$ cat src/alu_config.svh
`ifndef ALU_CONFIG_SVH
`define ALU_CONFIG_SVH

// datapath width of the execute unit
`define ALU_XLEN 64

// width of the ALU operation code
`define ALU_OP_W 5

// shift-subtract steps of the radix-2 divider, one per quotient bit
`define ALU_DIV_STEPS 64

// low half used by W operations
`define ALU_HALF (`ALU_XLEN / 2)

`endif

$ cat src/alu_pkg.sv
`default_nettype none

package aluPkg;

`include "alu_config.svh"

    // operand and result words
    typedef logic [`ALU_XLEN-1:0] word_t;

    // low half for W forms
    typedef logic [`ALU_HALF-1:0] half_t;

    typedef logic [`ALU_OP_W-1:0] aluOp_t;

    // multiply variant
    // 0 low product, 1 high uu, 2 high su, 3 high ss
    typedef logic [1:0] mulOp_t;

    // shift amount, up to 63
    typedef logic [5:0] shamt_t;

    // result source select
    typedef enum logic [3:0] {
        SEL_ADD   = 4'd0,
        SEL_AND   = 4'd1,
        SEL_OR    = 4'd2,
        SEL_XOR   = 4'd3,
        SEL_SHIFT = 4'd4,
        SEL_PASSB = 4'd5,
        SEL_CMP   = 4'd6,
        SEL_MUL   = 4'd7,
        SEL_DIV   = 4'd8,
        SEL_REM   = 4'd9
    } opSel_t;

    // decoded control bundle
    typedef struct packed {
        logic   sub;
        logic   signedOp;
        logic   arith;
        logic   shiftRight;
        logic   word;
        opSel_t sel;
    } aluCtrl_t;

    typedef enum logic [1:0] {
        DIV_IDLE = 2'd0,
        DIV_RUN  = 2'd1,
        DIV_DONE = 2'd2
    } divState_t;

endpackage

`default_nettype wire

$ cat src/alu_result.sv
`timescale 1ns/1ps
`default_nettype none

module aluResult import aluPkg::*; (
    input  logic     clk,
    input  logic     rst,
    input  aluCtrl_t ctrl,
    input  word_t    execRes,
    input  logic     mwbBlock,
    input  logic     divReady,
    input  logic     outValid,
    input  word_t    quotient,
    input  word_t    remainder,
    output logic     divStart,
    output logic     aluBusy,
    output word_t    result
);

    logic  isDiv;
    logic  running;
    logic  doneHeld;
    word_t quoHeld;
    word_t remHeld;
    word_t divRes;

    assign isDiv = (ctrl.sel == SEL_DIV) || (ctrl.sel == SEL_REM);

    // start only from a clean state, never while a result is parked
    assign divStart = isDiv && !running && !outValid && !doneHeld;
    assign aluBusy  = isDiv && !outValid && !doneHeld;

    always_ff @(posedge clk) begin
        if (rst) begin
            running <= 1'b0;
        end else if (outValid) begin
            running <= 1'b0;
        end else if (divStart && divReady) begin
            running <= 1'b1;
        end
    end

    // finished result stalled downstream
    always_ff @(posedge clk) begin
        if (rst || !mwbBlock) begin
            doneHeld <= 1'b0;
        end else if (outValid) begin
            doneHeld <= 1'b1;
        end
    end

    always_ff @(posedge clk) begin
        if (outValid) begin
            quoHeld <= quotient;
            remHeld <= remainder;
        end
    end

    // live output in the done cycle, captured copy afterwards
    always_comb begin
        if (outValid) begin
            divRes = (ctrl.sel == SEL_REM) ? remainder : quotient;
        end else begin
            divRes = (ctrl.sel == SEL_REM) ? remHeld : quoHeld;
        end
    end

    assign result = isDiv ? divRes : execRes;

endmodule

`default_nettype wire

$ cat config.mk
export PLATFORM = sky130hd
export DESIGN_NAME = aluResult
export DESIGN_NICKNAME = d
export VERILOG_FILES = /design/src/alu_pkg.sv /design/src/alu_result.sv
export VERILOG_INCLUDE_DIRS = /design/src
export SDC_FILE = /design/constraint.sdc
export NUM_CORES = 1
export LEC_CHECK = 0
export BUFFER_PORTS_ARGS = -buffer_cell sky130_fd_sc_hd__clkbuf_2
export CORE_AREA = 2 2 103 144
export CTS_BUF_LIST = sky130_fd_sc_hd__clkbuf_4 sky130_fd_sc_hd__clkbuf_8
export DETAILED_ROUTE_END_ITERATION = 7
export DIE_AREA = 0 0 105 146
export GPL_ROUTABILITY_DRIVEN = 0
export PLACE_DENSITY = 0.81
export SYNTH_ARGS = -nofsm -noshare
export SYNTH_HDL_FRONTEND = slang
export SYNTH_SLANG_ARGS = --single-unit
$ cat constraint.sdc
create_clock -name clk -period 2.7 [get_ports clk]
set_clock_uncertainty 0.05 [all_clocks]
set_input_delay 0.54 -clock clk [delete_from_list [all_inputs] [get_ports clk]]
set_output_delay 0.54 -clock clk [all_outputs]
set_load 0.01 [all_outputs]
Yosys cells after proc, flatten, opt, wreduce, memory -nomap -nowiden
Cells that the tools add are included.

storage, ports and cells
  RAM bits = 0
  word-level logic and storage cells = 23
  bits in read-only memories = 0
  input bits = 206
  memories = 0
  latch bits = 0
  output and inout port bits = 66
  register bits = 130

operators by class
  magnitude comparators = 0
  multiply operators = 0
  multiplexer cells = 4
  add/subtract/negate cells = 0
  equal/unequal tests = 2
  div/mod/pow operators = 0
  bitwise operators = 0
  shift-type cells = 0
  reductions and logical operators = 13

operators by type and width
  cell                                  number
  2-to-1 mux 64 bit                     4
  == test 4 bit, second input constant  2
  logical AND 1 bit                     6
  logical NOT 1 bit                     4
  logical OR 1 bit                      2
  OR reduction 2 bit                    1

Longest topological paths before layout
  depth after elaboration = 6
  mapped depth = 6
  depth with buffers taken out = 3

Worst setup path before layout
Ideal clock, no wire load.

  kind = input-to-output
  from = input port outValid
  to = output port result[62]
  stages = 6
  slack = 286 ps
  data arrival time = 1824 ps
  data required time = 2110 ps
  cells stage by stage = or4b_1 > buf_2 > buf_6 > buf_6 > o21bai_1 > o221ai_2

on the way
  longest elaborated chain between the ends = 2

ends and longest elaborated chain
  element            RTL line          RTL
  start, declared    alu_result.sv:11  input logic outValid,
  2-to-1 mux 64 bit  alu_result.sv:60  if (outValid) begin
  2-to-1 mux 64 bit  alu_result.sv:67  assign result = isDiv ? divRes : execRes;
  end, declared      alu_result.sv:16  output word_t result

No other way between the ends.

Worst setup path in the final report
  from = input port ctrl[1] in the netlist's numbering
  to = output port result[18]

on the way
  longest elaborated chain between the ends = 4
  elaborated cells between the ends (all ways) = 7
  those cells by class = eq/ne: 2; mux: 4; reduce/logical: 1

ends and longest elaborated chain
  element                                      RTL line                                              RTL
  start, declared                              alu_result.sv:7                                       input aluCtrl_t ctrl,
  == test 4 bit                                alu_result.sv:26, alu_result.sv:61, alu_result.sv:63
  2-to-1 mux 64 bit, on equally long branches  alu_result.sv:63, alu_result.sv:61
  2-to-1 mux 64 bit                            alu_result.sv:60
  2-to-1 mux 64 bit *                          alu_result.sv:67

Every way passes the cells marked *; elsewhere a longest branch is shown, timed or not.

==> qor.yml <==
cts_made_buffers: 17
ios: 272
worstPathCellList: "clkbuf_2 > or3b_2 > buf_4 > o2bb2ai_1 > a221o_1 > clkbuf_2"
outcome: "completed"
drcViolationCount: 0
chipHeight_um: 146
final_common_cell: "clkbuf_2"
cts_resized: 0
die_area_um2: 15300
post-cts-setup-buffer-count: 0
diodes: 0
cts_buffer_depth: 2
dr.first_iter.drc_count: 526
cts_root_buf: "clkbuf_8"
fillers: 1189
ys_seq_area_share_pct: 56.5
grt_usage_pct: 24.3
drive_gt1_share_pct: 35.1
wl_per_cell_um: 17.3
vias: 6398
start_util_pct: 49.4
cap_violations: 0
fin_crit_sh_pct: 97.0
dp.final_hpwl_um: 12700
start_kind: "input port"
worst_slew_pin_slew_ps: 527
finalWirelength_um: 18800
ys_ff_latch: 130
setup-tns-final_ps: 0
synth.cell_area_um2: 6880
relSlewSlack_pct: 64.9
cpPeakStageDelay_ps: 520
critPathSlowestCell: "or3b_2"
max_freq_ghz: 0.382
cpLargestDelayFamily: "simple AND/OR/NAND/NOR gates"
max-vdd-ir-drop_uv: 389
vias_per_cell: 5.89
power_mw: 4.82
synth_nets: 858
arrival_ps: 2030
fin_area_um2: 8810
syn_avg_cell_area_um2: 10.5
p_leak_nw: 3.65
hold_violations: 0
place_area_um2: 8430
endpoint_kind: "primary output"
critPathMostFrequentCell: "clkbuf_2"
row_count: 51
cp_num_buf_inv: 3
worstSetupPathType: "in -> out"
synth_cell_types: 21
area_delta_synth_final_pct: 28.0
setup_viol: 0
cts.hold.buffers_added: 0
cp_max_fo: 24
syn_inst: 652
layout_common_cells: "clkbuf_2, nor2_1, edfxtp_1"
cts_tree: "done"
grt_pass1_wl_um: 29700
grt_pass1_vias: 6163
fin_crit_ps: 2620
grt_max_degree: 100
antenna_found_initial: 0
holdCritPathClass: "in -> reg"
grt.overflow.total: 0
power_density_nw_per_um2: 547
clock_sinks: 130
htree_levels: 4
port_buffers: 266
clk_latency_ps: 440
nNetsFinal: 1095
core-area_um2: 13900
die_w_um: 105
drtAntennaViolNets: 0
cp_data_required_time_ps: 2110
finalMaxSlewViolations: 0
first_pass_iters: 6
clkTransAtPathRegs_ps: 80
rsz0062_at_grt: "false"
ys_warn_count: 0
## area by class of cell
class                      count  area (µm²)  share of cell area, %
timing repair buffer         282        1560                   17.7
sequential                   130        3880                   44.1
clock inverter                12         116                   1.32
multi-input combinational    458        2760                   31.4
clock buffer                  20         256                   2.91
tap                          185         231                   2.63
## sequential cells by signal (all words and copies together), names as in the netlist
register  cells
running       1
quoHeld      64
doneHeld      1
remHeld      64
## routing by layer
| metal | vias up | GRT usage (%) | wire length [µm] |
|---|---|---|---|
| li1 | 3048 | - | - |
| met1 | 2988 | 29.3 | 7520 |
| met2 | 328 | 40.7 | 9160 |
| met3 | 34 | 7.03 | 1640 |
| met4 | 0 | 9.80 | 429 |
| met5 | - | 0 | 0 |
## report_power, final
part / total [mW] / leakage (nW) / switching [mW] / internal [mW]
Clock: 1.59 / 0.191 / 0.755 / 0.835
Sequential: 2.44 / 1.27 / 0.0522 / 2.39
Combinational: 0.785 / 2.19 / 0.420 / 0.365
Total: 4.82 / 3.65 / 1.23 / 3.59
## kinds of logic (layout without fill, tap and decap cells)
logic type             count (synthesis)  after routing  synth area share [%]
AO/OA/AOI/OAI                        256            256                  28.1
buffers and inverters                 64            314                  3.91
flip-flops                           130            130                  56.5
AND/OR/NAND/NOR                      202            202                  11.6
## stage by stage
step                      util (%)  worst slack [ps]  std cells  hold WS [ps]
final                         63.3              81.2       1087           236
after global routing          63.3              7.60       1087           209
after CTS                     63.3              88.9       1087           203
after detailed placement      60.6              90.8       1055           406
after global placement        60.6              98.1       1055           399
after floorplan                  -               286        652           392
## cell usage after synthesis
library cell | number | share of area (%)
edfxtp_1 | 128 | 56
nand4bb_1 | 2 | 0.33
o21a_1 | 1 | 0.11
or4b_1 | 1 | 0.15
a221o_1 | 63 | 9.2
o22ai_1 | 63 | 5.7
o221ai_2 | 1 | 0.22
nor4_1 | 1 | 0.091
nor3_1 | 1 | 0.073
dfxtp_1 | 2 | 0.58
o21bai_1 | 2 | 0.22
clkbuf_1 | 44 | 2.4
nor2_1 | 193 | 11
nor3b_1 | 2 | 0.22
buf_2 | 11 | 0.80
o2bb2ai_1 | 63 | 8.0
or3b_1 | 1 | 0.13
nand2_1 | 1 | 0.055
buf_1 | 7 | 0.38
buf_6 | 2 | 0.33
o21ai_0 | 63 | 4.6
## worst register-to-register path, cell delays in order (launching register included)
cell and delay (ps):
dfxtp_1 380, nor3b_1 70, o21a_1 170
## path summary, 6_finish.rpt
| kind | startpoint | end | slack, ps | cells past startpoint |
|---|---|---|---|---|
| min | remainder[0] | remHeld[0] | 240 | 1 |
| max reg2reg | doneHeld | running | 1940 | 2 |
| min reg2reg | running | running | 420 | 1 |
| max | ctrl[1] | result[18] | 80 | 6 |
Power figures use the tool's default switching activity.
