--- src/alu_config.svh ---
`ifndef ALU_CONFIG_SVH
`define ALU_CONFIG_SVH

// datapath width of the execute unit
`define ALU_XLEN 64

// width of the ALU operation code
`define ALU_OP_W 5

// shift-subtract steps of the radix-2 divider, one per quotient bit
`define ALU_DIV_STEPS 64

// low half used by W operations
`define ALU_HALF (`ALU_XLEN / 2)

`endif

--- src/alu_pkg.sv ---
`default_nettype none

package aluPkg;

`include "alu_config.svh"

    // operand and result words
    typedef logic [`ALU_XLEN-1:0] word_t;

    // low half for W forms
    typedef logic [`ALU_HALF-1:0] half_t;

    typedef logic [`ALU_OP_W-1:0] aluOp_t;

    // multiply variant
    // 0 low product, 1 high uu, 2 high su, 3 high ss
    typedef logic [1:0] mulOp_t;

    // shift amount, up to 63
    typedef logic [5:0] shamt_t;

    // result source select
    typedef enum logic [3:0] {
        SEL_ADD   = 4'd0,
        SEL_AND   = 4'd1,
        SEL_OR    = 4'd2,
        SEL_XOR   = 4'd3,
        SEL_SHIFT = 4'd4,
        SEL_PASSB = 4'd5,
        SEL_CMP   = 4'd6,
        SEL_MUL   = 4'd7,
        SEL_DIV   = 4'd8,
        SEL_REM   = 4'd9
    } opSel_t;

    // decoded control bundle
    typedef struct packed {
        logic   sub;
        logic   signedOp;
        logic   arith;
        logic   shiftRight;
        logic   word;
        opSel_t sel;
    } aluCtrl_t;

    typedef enum logic [1:0] {
        DIV_IDLE = 2'd0,
        DIV_RUN  = 2'd1,
        DIV_DONE = 2'd2
    } divState_t;

endpackage

`default_nettype wire

--- src/alu_decode.sv ---
`timescale 1ns/1ps
`default_nettype none

module aluDecode import aluPkg::*; (
    input  aluOp_t   op,
    output aluCtrl_t ctrl
);

    always_comb begin
        // unknown codes fall through as a plain add
        ctrl = '{sub: 1'b0, signedOp: 1'b0, arith: 1'b0, shiftRight: 1'b0,
                 word: op[4], sel: SEL_ADD};
        case (op)
            5'b00000, 5'b10000: begin
                ctrl.sel = SEL_ADD;
            end
            5'b01000, 5'b11000: begin
                ctrl.sub = 1'b1;
                ctrl.sel = SEL_ADD;
            end
            5'b00001, 5'b10001: begin
                ctrl.sel = SEL_SHIFT;
            end
            5'b00101, 5'b10101: begin
                ctrl.shiftRight = 1'b1;
                ctrl.sel        = SEL_SHIFT;
            end
            5'b01101, 5'b11101: begin
                ctrl.shiftRight = 1'b1;
                ctrl.arith      = 1'b1;
                ctrl.sel        = SEL_SHIFT;
            end
            // compares run through the adder as a subtract
            5'b00010: begin
                ctrl.sub      = 1'b1;
                ctrl.signedOp = 1'b1;
                ctrl.sel      = SEL_CMP;
            end
            5'b00011: begin
                ctrl.sub = 1'b1;
                ctrl.sel = SEL_CMP;
            end
            5'b00100: ctrl.sel = SEL_XOR;
            5'b00110: ctrl.sel = SEL_OR;
            5'b00111: ctrl.sel = SEL_AND;
            5'b01111: ctrl.sel = SEL_PASSB;
            5'b01001, 5'b11001: begin
                ctrl.sel = SEL_MUL;
            end
            // divide and remainder, unsigned then signed
            5'b01010, 5'b11010: begin
                ctrl.sel = SEL_DIV;
            end
            5'b01011, 5'b11011: begin
                ctrl.signedOp = 1'b1;
                ctrl.sel      = SEL_DIV;
            end
            5'b01100, 5'b11100: begin
                ctrl.sel = SEL_REM;
            end
            5'b01110, 5'b11110: begin
                ctrl.signedOp = 1'b1;
                ctrl.sel      = SEL_REM;
            end
            default: begin
                ctrl.word = 1'b0;
                ctrl.sel  = SEL_ADD;
            end
        endcase
    end

endmodule

`default_nettype wire

--- config.mk ---
export PLATFORM = sky130hd
export DESIGN_NAME = aluDecode
export DESIGN_NICKNAME = d
export VERILOG_FILES = /design/src/alu_pkg.sv /design/src/alu_decode.sv
export VERILOG_INCLUDE_DIRS = /design/src
export SDC_FILE = /design/constraint.sdc
export NUM_CORES = 1
export LEC_CHECK = 0
export BUFFER_PORTS_ARGS = -buffer_cell sky130_fd_sc_hd__buf_4
export CELL_PAD_IN_SITES_DETAIL_PLACEMENT = 1
export CELL_PAD_IN_SITES_GLOBAL_PLACEMENT = 1
export CORE_AREA = 2 2 39 41
export DETAILED_ROUTE_END_ITERATION = 16
export DIE_AREA = 0 0 41 43
export PLACE_DENSITY = 0.43
export SYNTH_ARGS = -nofsm -noshare
export SYNTH_HDL_FRONTEND = slang
export SYNTH_SLANG_ARGS = --single-unit
--- constraint.sdc ---
create_clock -name vclk -period 1.1
set_clock_uncertainty 0.1 [all_clocks]
set_input_delay 0.22 -clock vclk [all_inputs]
set_output_delay 0.22 -clock vclk [all_outputs]
set_load 0.01 [all_outputs]
==> Word level (Yosys, flattened, before mapping) <==
Cells that the tools add are included.
{ "totals": {"out_inout_bits": 9, "rom_bits": 0, "latch_bits": 0, "mem_bits_rw": 0, "word_cells": 42, "regBits": 0, "n_memories": 0, "inputBits": 5} }
{ "op_classes": {"order_cmp": 0, "eq_ne": 25, "n_bitwise": 0, "addsub": 0, "div": 0, "n_shift": 0, "n_mul": 0, "n_mux": 6, "n_reduce_logical": 11} }
{ "op_table": {"columns": ["op", "n"], "rows": [
  ["5-bit == test (second input constant)", 10],
  ["5-bit by 4-bit == test with 1-bit output (second input constant)", 8],
  ["4-bit one-hot mux with 9 select lines", 1],
  ["26-bit OR reduction", 1],
  ["5-bit by 3-bit == test with 1-bit output (second input constant)", 4],
  ["4-bit OR reduction", 4],
  ["5-bit by 2-bit == test with 1-bit output (second input constant)", 2],
  ["2-bit OR reduction", 3],
  ["6-bit OR reduction", 1],
  ["5-bit by 1-bit == test with 1-bit output (second input constant)", 1],
  ["5-bit zero test", 1],
  ["1-bit two-way mux", 5],
  ["5-bit OR reduction", 1]
]} }

==> Longest topological paths before layout <==
Gate-level depths: netlist of the first run.
{ "depth": {"word_depth": 3, "depth_mapped": 4, "mapped_depth_nobuf": 3} }

==> Least setup slack after synthesis of the first run <==
OpenSTA, ideal clock, no wires.
{ "synth_timing": {"path_type": "in2out", "start": "in op[3]", "end": "out ctrl[2] (netlist name)", "setup_slack_ns": -0.122, "required_ns": 0.780, "cell_stages": 3, "arrival_ns": 0.902, "path_cell_list": "buf_2 > nand2b_1 > o311ai_1"} }
{ "synth_rtl": {"columns": ["item", "line", "text"], "rows": [
  ["start: declaration", "alu_decode.sv:5", "input aluOp_t op,"],
  ["end: declaration", "alu_decode.sv:6", "output aluCtrl_t ctrl"]
]} }

==> results of run 1 <==
## per-layer routing
layer | GRT usage, % | part of all wire (%) | routed length (um)
met5 | 0 | 0 | 0
met4 | 0 | 0 | 0
met3 | 0.524 | 5.9 | 47
met2 | 16.6 | 54 | 431
met1 | 11.4 | 40 | 320
## power groups by stage
stage                     Clock [mW]  Sequential, mW  Combinational [mW]
after CTS                          0               0               0.189
after global routing               0               0               0.224
after floorplan                    0               0              0.0740
after detailed placement           0               0               0.163
final                              0               0               0.209
after global placement             0               0               0.159
## cell usage in the layout, fill, tap and decap left out, drive strengths merged
master  count
o311ai      1
a21oi       1
buf        24
o31a        1
nor2        1
o21ai       1
and3        2
a31oi       1
and2        1
o32ai       1
nand4b      1
nand2       4
nand2b      3
o31ai       1
nor2b       3
o22a        1
mux2i       1
## cells by family (layout without fill, tap and decap cells)
| group | count (synthesis) | count (layout) | share of synthesized area [%] |
|---|---|---|---|
| buffers and inverters | 2 | 24 | 5.88 |
| muxes | 1 | 1 | 5.88 |
| AOI/OAI and AO/OA | 8 | 8 | 34.6 |
| and+or+nand+nor | 15 | 15 | 53.7 |
## final cells by class
class	instances	area [um^2]	share of cell area [%]
Multi-Input combinational cell	24	244	48.4
Tap cell	16	20.0	3.97
Timing Repair Buffer	24	240	47.6
## metrics by stage
step           setup TNS (ns)  power (mW)  instances  cell area (um^2)  util, %
2_1_floorplan         -0.0217      0.0740         26               205        -
5_1_grt                 -1.29       0.224         64               504     36.4
3_3_place_gp            -1.35       0.159         64               389     28.1
6_report               -0.947       0.209         64               504     36.4
3_5_place_dp            -1.51       0.163         64               389     28.1
4_1_cts                 -1.10       0.189         64               457     33.0
## worst max path at each step
stage	from	endpoint	slack, ns	depth (start not counted)
after floorplan	op[0]	ctrl[0]	-0.02	3
after global placement	op[0]	ctrl[0]	-0.24	5
after detailed placement	op[0]	ctrl[0]	-0.24	5
after CTS	op[1]	ctrl[0]	-0.23	5
after global routing	op[0]	ctrl[0]	-0.26	5
final	op[0]	ctrl[0]	-0.22	5
## critical path: stages
cell	delay, ns
buf_8	0.10
nor2b_4	0.12
o31a_1	0.27
mux2i_2	0.14
buf_4	0.14
## what timing repair did
action                                  4_1_cts  5_1_grt
pin swaps                                     7        3
gates resized for setup                      17       10
endpoints found under the setup margin        9        9
==> impl_metrics.toml, run 1 <==
[outcome]
outcome = "complete, but fails checks"
violations = "setup timing"

[finish]
seq_cells = 0
drive_gt1_share_pct = 79.2
nClkBuffers = 0
regArea_um2 = 0
area_growth_syn_to_layout_pct = 196
fillers = 161
n_antenna_cell = 0
finalNetCount = 55

[drt]
drt_iter0_markers = 1
wl_um = 799
vias_per_cell = 4.47
dr.pass1.iters = 3
drcViolationCount = 0
drtAntennaViolNets = 0
routedWlPerCell_um = 12.5
vias = 286

[power]
switching_power_mw = 0.0863
p_seq_share_pct = 0
p_comb_share_pct = 100.0
power.leakage_nw = 0.230
internal_power_mw = 0.122
power.share.clock_pct = 0
peakVddDrop_mv = 0.180
power_density_nw_per_um2 = 414
switching_share_pct = 41.4

[floorplanning]
io_pins = 14
coreArea_um2 = 1380
die_h_um = 43
rows = 14
die_width_um = 41
die_area_um2 = 1760
initial_utilization_pct = 12.3

[yosys]
netlist_instances = 26
synth.top_cells.by_area = "nand2b_1, nand2_1, nor2b_4, and3_1, nor2b_1"
ys_warn_count = 0
ys_types = 18
syn_avg_cell_area_um2 = 6.54
synth_nets = 31
synth_seq_area_share_pct = 0
yosysTopAreaCellShare_pct = 11.0
synth.most_common_cell = "nand2_1"
synth.cells.most_frequent = "nand2_1, nand2b_1, and3_1, buf_2, nor2b_1"
syn-cell-area_um2 = 170
yosysTopAreaCell = "nand2b_1"

[placed_design]
post-place-ws_ns = -0.244
gp_congestion = 0.704
io_buffer_count = 14
post-dp-hpwl_um = 616

[min_path]
hp-class = "input port to primary output"
min_from = "op[2]"
hold-path-endpoint = "ctrl[4]"
hold-path-cell-count = 3

[critical_path]
critPathLaunchType = "input port"
worst_setup_path_end_kind = "primary output"
critical_path_class = "input port to primary output"
cp_max_fo = 5
crit_arrival_ns = 1.00
cp.required_ns = 0.78

[timing]
fin_crit_sh_pct = 120
setup_ws_ns = -0.218
hold_viol = 0
setup_viol = 9
holdWs_ns = 0.658
worst_pin_slew_ns = 0.224
layout_min_cycle_time_ns = 1.32
slew_headroom_pct = 85.0
timing.fmax_ghz = 0.759
grt_setup_unrepaired = "true"
drv_slew = 0

[global_route]
antenna_found_initial = 0
grt_max_degree = 9
grtUsageTotal_pct = 9.00
gr-total-overflow = 0
grt_pass1_vias = 288
grt_pass1_wl_um = 1190

[cts]
post-cts-setup-buffer-count = 0
hold_buffers = 0

[job]
cap_violations = 0
Power figures use the tool's default switching activity.
==> run 2: changes to the inputs <==
--- a/config.mk
+++ b/config.mk
@@ -12,6 +12,7 @@
 export CORE_AREA = 2 2 39 41
 export DETAILED_ROUTE_END_ITERATION = 16
 export DIE_AREA = 0 0 41 43
+export MAX_ROUTING_LAYER = met4
 export PLACE_DENSITY = 0.43
 export SYNTH_ARGS = -nofsm -noshare
 export SYNTH_HDL_FRONTEND = slang
==> impl_metrics.toml, run 2 (synthesis gave the netlist of run 1 again) <==
[outcome]
outcome = "complete, but fails checks"
violations = "setup timing"

[job]
cap_violations = 0

[floorplanning]
die_area_um2 = 1760
die_h_um = 43
rows = 14
initial_utilization_pct = 12.3
die_width_um = 41
io_pins = 14
coreArea_um2 = 1380

[power]
switching_share_pct = 41.4
internal_power_mw = 0.122
power_density_nw_per_um2 = 414
p_seq_share_pct = 0
p_total_mw = 0.209
switching_power_mw = 0.0864
peakVddDrop_mv = 0.180
power.share.clock_pct = 0
power.leakage_nw = 0.230
p_comb_share_pct = 100.0

[finish]
fin_cells = 64
final_cell_mix = "buf_4, buf_6, buf_8"
finish.utilization_pct = 36.4
fillers = 161
finalNetCount = 55
drive_gt1_share_pct = 79.2
n_antenna_cell = 0
seq_cells = 0
multi_input_area_um2 = 244
regArea_um2 = 0
nClkBuffers = 0
design_area_um2 = 504
area_growth_syn_to_layout_pct = 196
layout_commonest_cell = "buf_4"

[timing]
layout_min_cycle_time_ns = 1.32
fin_crit_sh_pct = 120
drv_slew = 0
tns_ns = -0.948
hold_viol = 0
setup_ws_ns = -0.218
setup_viol = 9
grt_setup_unrepaired = "true"
timing.fmax_ghz = 0.759
worst_pin_slew_ns = 0.224
slew_headroom_pct = 85.0

[global_route]
antenna_found_initial = 0
grtUsageTotal_pct = 9.22
gr-total-overflow = 0
grt_pass1_wl_um = 1190
grt_pass1_vias = 288
grt_max_degree = 9

[critical_path]
path_buf_inv = 2
worst_setup_path_end_kind = "primary output"
cpMaxStageDelayCell = "o31a_1"
cp_top_family = "compound AO/OA/AOI/OAI gates"
cp.depth = 5
crit_arrival_ns = 1.00
path_cells = "buf_8, nor2b_4, o31a_1, mux2i_2, buf_4"
cp_max_fo = 5
timing.critical_path.to = "ctrl[0]"
cp_slowest_stage_delay_ns = 0.27
critical_path_class = "input port to primary output"
critPathLaunchType = "input port"
worstSetupStartpoint = "op[0]"
cp.required_ns = 0.78

[placed_design]
dp_cells = 64
gp_congestion = 0.711
post-dp-hpwl_um = 616
io_buffer_count = 14
post_dp_cell_area_um2 = 389

[drt]
drt_iter0_markers = 1
wl_um = 801
drtAntennaViolNets = 0
dr.pass1.iters = 3
drcViolationCount = 0
vias_per_cell = 4.45
routedWlPerCell_um = 12.5
vias = 285

[cts]
hold_buffers = 0
post-cts-setup-buffer-count = 0

[min_path]
hp-class = "input port to primary output"
==> run 2: cell counts in the layout (fill, tap and decap cells not counted) <==
No cell type changed its count.
==> run 2: repair_timing <==
| action | in CTS | in global routing |
|---|---|---|
| resized for setup | 17 | 10 |
| endpoints found under the setup margin | 9 | 9 |
| endpoints found under the hold margin | 0 | 0 |
| pin swaps | 7 | 3 |
==> run 2: final cells by class <==
cell class,instances,area share (%)
timing repair buffer,24,47.6
tap,16,3.97
multi-input combinational,24,48.4
==> run 2: layer usage <==
metal	up-vias	global-route usage [%]	wire length (um)
met5	-	-	0
met4	0	0	0
met3	0	0	46
met1	131	11.7	323
met2	12	16.6	430
li1	142	-	-
==> run 2: tightest hold or removal path, delay by kind of cell <==
kind,cells,cell delay [ns]
compound gates,1,0.09
buf+inv,2,0.23
==> run 2: worst min-delay path by stage <==
stage,start,endpoint,cells past startpoint
final,op[2],ctrl[4],3
after global routing,op[2],ctrl[4],3
after CTS,op[2],ctrl[4],3
after detailed placement,op[2],ctrl[4],3
after global placement,op[2],ctrl[4],3
after floorplan,op[4],ctrl[4],2
==> run 2: through the flow <==
step	hold WS (ns)	setup slack [ns]
floorplan	0.431	-0.0217
finish	0.658	-0.218
detailed placement	0.700	-0.244
global route	0.670	-0.261
global placement	0.688	-0.239
CTS	0.671	-0.227
==> run 2: power by group through the flow <==
stage | logic (mW) | registers, mW | clock network (mW)
floorplan | 0.0740 | 0 | 0
global placement | 0.159 | 0 | 0
detailed placement | 0.163 | 0 | 0
CTS | 0.189 | 0 | 0
global route | 0.224 | 0 | 0
finish | 0.209 | 0 | 0
