--- src/alu_config.svh ---
`ifndef ALU_CONFIG_SVH
`define ALU_CONFIG_SVH

// datapath width of the execute unit
`define ALU_XLEN 64

// width of the ALU operation code
`define ALU_OP_W 5

// shift-subtract steps of the radix-2 divider, one per quotient bit
`define ALU_DIV_STEPS 64

// low half used by W operations
`define ALU_HALF (`ALU_XLEN / 2)

`endif

--- src/alu_pkg.sv ---
`default_nettype none

package aluPkg;

`include "alu_config.svh"

    // operand and result words
    typedef logic [`ALU_XLEN-1:0] word_t;

    // low half for W forms
    typedef logic [`ALU_HALF-1:0] half_t;

    typedef logic [`ALU_OP_W-1:0] aluOp_t;

    // multiply variant
    // 0 low product, 1 high uu, 2 high su, 3 high ss
    typedef logic [1:0] mulOp_t;

    // shift amount, up to 63
    typedef logic [5:0] shamt_t;

    // result source select
    typedef enum logic [3:0] {
        SEL_ADD   = 4'd0,
        SEL_AND   = 4'd1,
        SEL_OR    = 4'd2,
        SEL_XOR   = 4'd3,
        SEL_SHIFT = 4'd4,
        SEL_PASSB = 4'd5,
        SEL_CMP   = 4'd6,
        SEL_MUL   = 4'd7,
        SEL_DIV   = 4'd8,
        SEL_REM   = 4'd9
    } opSel_t;

    // decoded control bundle
    typedef struct packed {
        logic   sub;
        logic   signedOp;
        logic   arith;
        logic   shiftRight;
        logic   word;
        opSel_t sel;
    } aluCtrl_t;

    typedef enum logic [1:0] {
        DIV_IDLE = 2'd0,
        DIV_RUN  = 2'd1,
        DIV_DONE = 2'd2
    } divState_t;

endpackage

`default_nettype wire

--- src/alu_divider.sv ---
`timescale 1ns/1ps
`default_nettype none

`include "alu_config.svh"

module aluDivider import aluPkg::*; (
    input  logic  clk,
    input  logic  rst,
    input  logic  start,
    input  logic  signedOp,
    input  logic  word,
    input  word_t dividend,
    input  word_t divisor,
    output logic  ready,
    output logic  outValid,
    output word_t quotient,
    output word_t remainder
);

    divState_t state;
    logic [$clog2(`ALU_DIV_STEPS)-1:0] stepCnt;

    word_t quoR;
    word_t remR;
    word_t divMag;
    word_t savedDividend;
    logic  negQ;
    logic  negR;
    logic  wordR;
    logic  divZero;
    logic  ovf;

    word_t absDividend;
    word_t absDivisor;
    logic  [`ALU_XLEN:0] shifted;
    logic  [`ALU_XLEN:0] diff;
    word_t qFix;
    word_t rFix;

    assign ready    = (state == DIV_IDLE);
    assign outValid = (state == DIV_DONE);

    assign absDividend = (signedOp && dividend[`ALU_XLEN-1]) ? -dividend : dividend;
    assign absDivisor  = (signedOp && divisor[`ALU_XLEN-1]) ? -divisor : divisor;

    // one restoring step
    assign shifted = {remR, quoR[`ALU_XLEN-1]};
    assign diff    = shifted - {1'b0, divMag};

    always_ff @(posedge clk) begin
        if (rst) begin
            state   <= DIV_IDLE;
            stepCnt <= '0;
        end else begin
            case (state)
                DIV_IDLE: begin
                    if (start) begin
                        state   <= DIV_RUN;
                        stepCnt <= '0;
                    end
                end
                DIV_RUN: begin
                    stepCnt <= stepCnt + 1'b1;
                    if (stepCnt == ($clog2(`ALU_DIV_STEPS))'(`ALU_DIV_STEPS - 1)) begin
                        state <= DIV_DONE;
                    end
                end
                default: state <= DIV_IDLE;
            endcase
        end
    end

    always_ff @(posedge clk) begin
        if (state == DIV_IDLE && start) begin
            quoR          <= absDividend;
            remR          <= '0;
            divMag        <= absDivisor;
            savedDividend <= dividend;
            negQ          <= signedOp & (dividend[`ALU_XLEN-1] ^ divisor[`ALU_XLEN-1]);
            negR          <= signedOp & dividend[`ALU_XLEN-1];
            wordR         <= word;
            divZero       <= (divisor == '0);
            // most negative / -1, only the 64-bit case needs a fix-up
            ovf           <= signedOp && !word && (divisor == '1) &&
                             (dividend == {1'b1, {(`ALU_XLEN-1){1'b0}}});
        end else if (state == DIV_RUN) begin
            if (!diff[`ALU_XLEN]) begin
                remR <= diff[`ALU_XLEN-1:0];
                quoR <= {quoR[`ALU_XLEN-2:0], 1'b1};
            end else begin
                remR <= shifted[`ALU_XLEN-1:0];
                quoR <= {quoR[`ALU_XLEN-2:0], 1'b0};
            end
        end
    end

    // sign fix-up and RISC-V corner cases
    always_comb begin
        qFix = negQ ? -quoR : quoR;
        rFix = negR ? -remR : remR;
        if (divZero) begin
            qFix = '1;
            rFix = savedDividend;
        end else if (ovf) begin
            qFix = savedDividend;
            rFix = '0;
        end
    end

    assign quotient  = wordR ?
        {{`ALU_HALF{qFix[`ALU_HALF-1]}}, qFix[`ALU_HALF-1:0]} : qFix;
    assign remainder = wordR ?
        {{`ALU_HALF{rFix[`ALU_HALF-1]}}, rFix[`ALU_HALF-1:0]} : rFix;

endmodule

`default_nettype wire

--- config.mk ---
export PLATFORM = sky130hd
export DESIGN_NAME = aluDivider
export DESIGN_NICKNAME = d
export VERILOG_FILES = /design/src/alu_pkg.sv /design/src/alu_divider.sv
export VERILOG_INCLUDE_DIRS = /design/src
export SDC_FILE = /design/constraint.sdc
export NUM_CORES = 1
export LEC_CHECK = 0
export ABC_AREA = 1
export BUFFER_PORTS_ARGS = -buffer_cell sky130_fd_sc_hd__buf_2
export CAP_MARGIN = 20
export CORE_UTILIZATION = 25
export DETAILED_ROUTE_END_ITERATION = 8
export HOLD_SLACK_MARGIN = 0.05
export PLACE_DENSITY = 0.44
export SLEW_MARGIN = 25
export SYNTH_ARGS = -nofsm -noshare
export SYNTH_HDL_FRONTEND = slang
export SYNTH_SLANG_ARGS = --single-unit
export TNS_END_PERCENT = 10
--- constraint.sdc ---
create_clock -name clk -period 11.5 [get_ports clk]
set_clock_uncertainty 0.2 [all_clocks]
set_input_delay 1.725 -clock clk [delete_from_list [all_inputs] [get_ports clk]]
set_output_delay 1.725 -clock clk [all_outputs]
set_load 0.05 [all_outputs]
# Word-level counts from Yosys, hierarchy flattened
# Index checks and enable logic that the tools add are counted.
# word_totals
output_inout_bits	130
register_bits	269
# classes
reduce_logical	13
n_addsub	6
n_eq_ne	7
bitwise	3
muxes	19
# op_table
cell	count
$mux 64	13
$neg 64->64	4
$eq 64x64->1 const B	2
$sub 65x64->65	1
$logic_not 64->1	1
$pmux 6 s2	1
$add 6x1->6 const B	1
$eq 6x6->1 const B	1
$logic_and 1x1->1	6
$mux 6	1
$mux 2	2
$ne 2x2->1 const B	2
$pmux 2 s2	1
$reduce_and 2->1	2
$reduce_bool 2->1	2
$and 1x1->1	2
$eq 2x1->1 const B	1
$eq 2x2->1 const B	1
$logic_not 2->1	1
$logic_not 1->1	1
$mux 1	1
$xor 1x1->1	1

# Logic depth before layout (Yosys ltp)
# depth
word_depth	5
depth_mapped	21
ltp_nobuf	20

# Worst setup path before layout
# Ideal clock, no wire load.
# synth_path
path_type	input -> register
startpoint	input port start
endpoint	register quoR[10], data pin
required_time_ns	10.858
arrival_time_ns	6.165
path_slack_ns	4.692
path_buffers	2
path_stages	5
setup_time_ns	0.442
path_cell_list	nand2_1 inv_1 clkbuf_1 buf_1 o22ai_1
# synth_between
elab_chain_cells	2
# synth_lines
item	line_no	rtl
start, declared	alu_divider.sv:9	input logic start,
$logic_and 1x1->1	alu_divider.sv:74	if (state == DIV_IDLE && start) begin
$mux 64	alu_divider.sv:74	
end signal, assigned	alu_divider.sv:75	quoR <= absDividend;
end signal, assigned	alu_divider.sv:89	quoR <= {quoR[`ALU_XLEN-2:0], 1'b1};
end signal, assigned	alu_divider.sv:92	quoR <= {quoR[`ALU_XLEN-2:0], 1'b0};
end, declared	alu_divider.sv:23	word_t quoR;
# No other way between the ends.
# A chain may end at the register's enable or synchronous reset.

# Final worst setup path
# layout_path
startpoint	register remR[0]
endpoint	output port remainder[26]
# layout_between
elab_chain_cells	5
# layout_lines
item	line_no	rtl
start, declared	alu_divider.sv:24	word_t remR;
start signal, assigned	alu_divider.sv:88	remR <= diff[`ALU_XLEN-1:0];
start signal, assigned	alu_divider.sv:91	remR <= shifted[`ALU_XLEN-1:0];
$neg 64->64	alu_divider.sv:100	rFix = negR ? -remR : remR;
$mux 64	alu_divider.sv:100	
$mux 64	alu_divider.sv:104	end else if (ovf) begin
$mux 64	alu_divider.sv:101	if (divZero) begin
$mux 64	alu_divider.sv:112	assign remainder = wordR ?
end, declared	alu_divider.sv:17	output word_t remainder
# No other way between the ends.

==> flow_summary.html <==
<table>
<tr><th>Metric</th><th>Value</th></tr>
<tr><th colspan="2">Global route</th></tr>
<tr><td>Gr usage total</td><td>23.2%</td></tr>
<tr><td>Via count of the first global-routing pass</td><td>28853</td></tr>
<tr><td>Remaining global-route overflow</td><td>0</td></tr>
<tr><td>Antenna violations before repair</td><td>4</td></tr>
<tr><td>Wire length of the first global-routing pass</td><td>192 mm</td></tr>
<tr><td>Maximum number of pins on one net before global-route repair</td><td>85</td></tr>
<tr><th colspan="2">Clocking</th></tr>
<tr><td>Number of gates given a new drive strength after cts</td><td>0</td></tr>
<tr><td>Register clock-pin slew on the reported worst setup and hold paths</td><td>60 ps</td></tr>
<tr><td>Deepest clock path buffer count</td><td>3</td></tr>
<tr><td>Clock insertion delay at the later pin of the skew report</td><td>590 ps</td></tr>
<tr><td>Setup Buffers After CTS</td><td>0</td></tr>
<tr><td>Clock buffer count from CTS</td><td>39</td></tr>
<tr><td>Number of sinks driven by the clock tree</td><td>269</td></tr>
<tr><td>Root buffer cell</td><td>sky130_fd_sc_hd__clkbuf_16</td></tr>
<tr><td>Hold_buf cts</td><td>0</td></tr>
<tr><td>H-tree level count</td><td>2</td></tr>
<tr><td>TritonCTS clock tree</td><td>yes</td></tr>
<tr><th colspan="2">Floorplan</th></tr>
<tr><td>Chip width</td><td>about 330 um</td></tr>
<tr><td>Placeable core area</td><td>0.108 mm^2</td></tr>
<tr><td>Vertical extent of the die</td><td>332 um</td></tr>
<tr><td>Total die area</td><td>0.110 mm^2</td></tr>
<tr><td>Starting density of the core</td><td>25.3%</td></tr>
<tr><td>I/O pin cnt</td><td>263</td></tr>
<tr><td>Row Count</td><td>120</td></tr>
<tr><th colspan="2">STA</th></tr>
<tr><td>Final Worst Setup Slack</td><td>5850 ps</td></tr>
<tr><td>RSZ-0062 raised after global routing</td><td>no</td></tr>
<tr><td>Count of final hold-check violations</td><td>0</td></tr>
<tr><td>Final sum of negative setup slack</td><td>0 ps</td></tr>
<tr><td>Final Max Slew Viols</td><td>0</td></tr>
<tr><td>Final critical path time including I/O delays and setup</td><td>5650 ps</td></tr>
<tr><td>Slew HR</td><td>33.3%</td></tr>
<tr><td>Max Freq</td><td>177 MHz</td></tr>
<tr><td>Setup-violating endpoint count in the final report</td><td>0</td></tr>
<tr><td>Post-route fraction of the period consumed by the critical path</td><td>slightly below 50%</td></tr>
<tr><td>Slew @ Worst Pin</td><td>999 ps</td></tr>
<tr><th colspan="2">Critical path</th></tr>
<tr><td>Delay contributed by the slowest stage of the critical path</td><td>between 500 and 600 ps</td></tr>
<tr><td>Largest delay contributor family on the critical path</td><td>simple AND/OR/NAND/NOR gates</td></tr>
<tr><td>Endpoint type of the worst setup path</td><td>primary output</td></tr>
<tr><td>Worst EP required</td><td>~9600 ps</td></tr>
<tr><td>CP dominant cell by count</td><td>sky130_fd_sc_hd__nand2_1</td></tr>
<tr><td>Worst-path cell with the longest stage delay</td><td>sky130_fd_sc_hd__o21ai_0</td></tr>
<tr><td>Setup slack on the worst flop-to-flop path</td><td>7460 ps</td></tr>
<tr><td>Classification of the worst setup path</td><td>reg2out</td></tr>
<tr><td>Highest net fanout along the worst path</td><td>6</td></tr>
<tr><td>Startpoint Class</td><td>flop</td></tr>
<tr><td>Worst Path Arrival</td><td>3720 ps</td></tr>
<tr><td>CP Buf/Inv Count</td><td>2</td></tr>
<tr><td>Cell-by-cell listing of the critical path</td><td>inv_1, ha_1, nand3_2, nor2_4, nand2_2, nor2_2, nand2_1, nand2_1, nand2_1, o21ai_0, o21ai_0, buf_2</td></tr>
<tr><th colspan="2">Final layout</th></tr>
<tr><td>Net total in the final layout</td><td>5038</td></tr>
<tr><td>Layout Area Growth over Synthesis</td><td>14.4%</td></tr>
<tr><td>Fraction of final layout cells with drive strength greater than 1</td><td>9.68%</td></tr>
<tr><td>Antenna cell count</td><td>0</td></tr>
<tr><th colspan="2">Synth</th></tr>
<tr><td>Yosys reg bits</td><td>269</td></tr>
<tr><td>Most common library cells after synthesis</td><td>sky130_fd_sc_hd__nand2_1, sky130_fd_sc_hd__inv_1, sky130_fd_sc_hd__nor2_1</td></tr>
<tr><td>Number of synthesis warnings</td><td>0</td></tr>
<tr><td>Area contributors post-synth</td><td>sky130_fd_sc_hd__nand2_1, sky130_fd_sc_hd__edfxtp_1, sky130_fd_sc_hd__inv_1, sky130_fd_sc_hd__nor2_1, sky130_fd_sc_hd__nand3_1</td></tr>
<tr><td>Syn nets</td><td>4840</td></tr>
<tr><td>Most used DFF post-synth</td><td>sky130_fd_sc_hd__edfxtp_1</td></tr>
<tr><td>Share of the synthesized area in the top cell type</td><td>about 23%</td></tr>
<tr><td>Cell with the most instances after synthesis</td><td>sky130_fd_sc_hd__nand2_1</td></tr>
<tr><td>Seq/Total Area, Yosys</td><td>~27%</td></tr>
<tr><td>Cells after synthesis</td><td>between 4000 and 5000</td></tr>
<tr><td>Area of the mapped netlist</td><td>0.0272 mm^2</td></tr>
<tr><td>EDFF count, synth</td><td>197</td></tr>
<tr><td>Mapped Avg Cell Area</td><td>5.87 um^2</td></tr>
<tr><td>Largest area contributor in the synthesized netlist</td><td>sky130_fd_sc_hd__nand2_1</td></tr>
<tr><td>Share of flip-flops with an asynchronous set or reset</td><td>0%</td></tr>
<tr><td>Count of distinct cell types in the synthesized netlist</td><td>51</td></tr>
<tr><th colspan="2">Place</th></tr>
<tr><td>GPL Wtd Cong</td><td>0.965</td></tr>
<tr><td>Worst setup timing slack at the placement stage</td><td>6500 ps</td></tr>
<tr><td>Count of buffers inserted at the top-level ports</td><td>262</td></tr>
<tr><td>Estimated wirelength of the detail-placed design</td><td>roughly 110 mm</td></tr>
<tr><th colspan="2">Hold path</th></tr>
<tr><td>Type of the worst min-delay path</td><td>reg2reg</td></tr>
<tr><th colspan="2">Power</th></tr>
<tr><td>Total power divided by cell area</td><td>219 mW/mm^2</td></tr>
<tr><td>Peak ir drop on the vdd network</td><td>0.000114 V</td></tr>
<tr><td>Leakage power</td><td>15.5 nW</td></tr>
<tr><th colspan="2">Flow run</th></tr>
<tr><td>Number of violations of the max-capacitance limit</td><td>0</td></tr>
<tr><th colspan="2">Route</th></tr>
<tr><td>Initial DRC Count</td><td>2722</td></tr>
<tr><td>Drt via density</td><td>4.89</td></tr>
<tr><td>Sum of routed wire length over all layers</td><td>around 130 mm</td></tr>
<tr><td>Number of vias in the routed layout</td><td>30666</td></tr>
<tr><td>Residual DRC</td><td>0</td></tr>
<tr><td>Average wire per standard cell</td><td>21.0 um</td></tr>
<tr><td>Post-route ant nets</td><td>0</td></tr>
<tr><td>1st-pass router iterations</td><td>6</td></tr>
<tr><th colspan="2">Run status</th></tr>
<tr><td>Result of the run</td><td>finished clean</td></tr>
</table>
==> sequential cells by signal (all words and copies together), names as in the netlist <==
name,cells
negQ,1
divZero,1
savedDividend,64
state,2
quoR,64
wordR,1
negR,1
remR,64
stepCnt,6
ovf,1
divMag,64
==> layout make-up <==
cell class / instances / area, um^2
tap: 1403 / 1760
sequential: 269 / 7360
multi-input combinational: 3475 / 16400
timing repair buffer: 282 / 1460
clock inverter: 27 / 253
fill: 12500 / 76400
inverter: 767 / 2890
clock buffer: 44 / 1020
==> routing by layer <==
layer,vias up,global-route usage [%],share of wire [%]
met2,1055,38.1,46
li1,15071,-,-
met3,144,2.65,6.2
met1,14388,32.1,46
met4,8,5.99,2.7
met5,-,0,0.075
==> final timing paths <==
path	endpoint	depth (start not counted)	from
max	remainder[26]	12	remR[0]$_SDFFE_PP0P_
min	stepCnt[5]$_SDFFE_PP0P_	1	stepCnt[5]$_SDFFE_PP0P_
max reg2reg	remR[11]$_SDFFE_PP0P_	20	quoR[63]$_DFFE_PP_
min reg2reg	stepCnt[5]$_SDFFE_PP0P_	1	stepCnt[5]$_SDFFE_PP0P_
==> cell usage in the layout, fill, tap and decap left out, types with 15 or more instances in the layout <==
cell	n
sky130_fd_sc_hd__xor2_1	109
sky130_fd_sc_hd__o21ai_0	196
sky130_fd_sc_hd__clkbuf_16	40
sky130_fd_sc_hd__nor3_1	66
sky130_fd_sc_hd__nand2_1	1684
sky130_fd_sc_hd__inv_1	750
sky130_fd_sc_hd__edfxtp_1	197
sky130_fd_sc_hd__o211ai_1	19
sky130_fd_sc_hd__nor4_1	28
sky130_fd_sc_hd__nand2_2	61
sky130_fd_sc_hd__buf_4	20
sky130_fd_sc_hd__xnor2_1	24
sky130_fd_sc_hd__inv_2	15
sky130_fd_sc_hd__nor2_1	487
sky130_fd_sc_hd__nor2_2	18
sky130_fd_sc_hd__buf_2	262
sky130_fd_sc_hd__ha_1	70
sky130_fd_sc_hd__nand4_1	109
sky130_fd_sc_hd__o221ai_1	15
sky130_fd_sc_hd__dfxtp_1	72
sky130_fd_sc_hd__a21oi_1	152
sky130_fd_sc_hd__nand3_1	314
==> power by group <==
group	internal [mW]	total (mW)	switching, mW
registers	1.27	1.57	0.295
clock network	0.726	1.24	0.510
logic	1.05	4.01	2.96
==> kinds of logic (layout without fill, tap and decap cells) <==
| logic type | count (synthesis) | count (layout) | synth area share [%] |
|---|---|---|---|
| and+or+nand+nor | 2820 | 2820 | 43.4 |
| xor gates and xnor gates | 133 | 133 | 4.28 |
| buffers and inverters | 892 | 1120 | 12.8 |
| DFF | 269 | 269 | 27.0 |
| adders and majority gates | 71 | 71 | 3.29 |
| AOI/OAI and AO/OA | 451 | 451 | 9.20 |
==> per-stage QoR <==
stage	util [%]	hold slack (ps)	cell area, um^2	std cells	total power, mW
finish	29.0	267	31100	6267	6.82
global route	29.0	278	31100	6267	7.30
CTS	29.0	262	31100	6267	6.81
detailed placement	27.8	254	29900	6196	5.54
global placement	27.8	241	29900	6196	5.56
floorplan	-	231	27200	4636	4.22
Power figures use the tool's default switching activity.
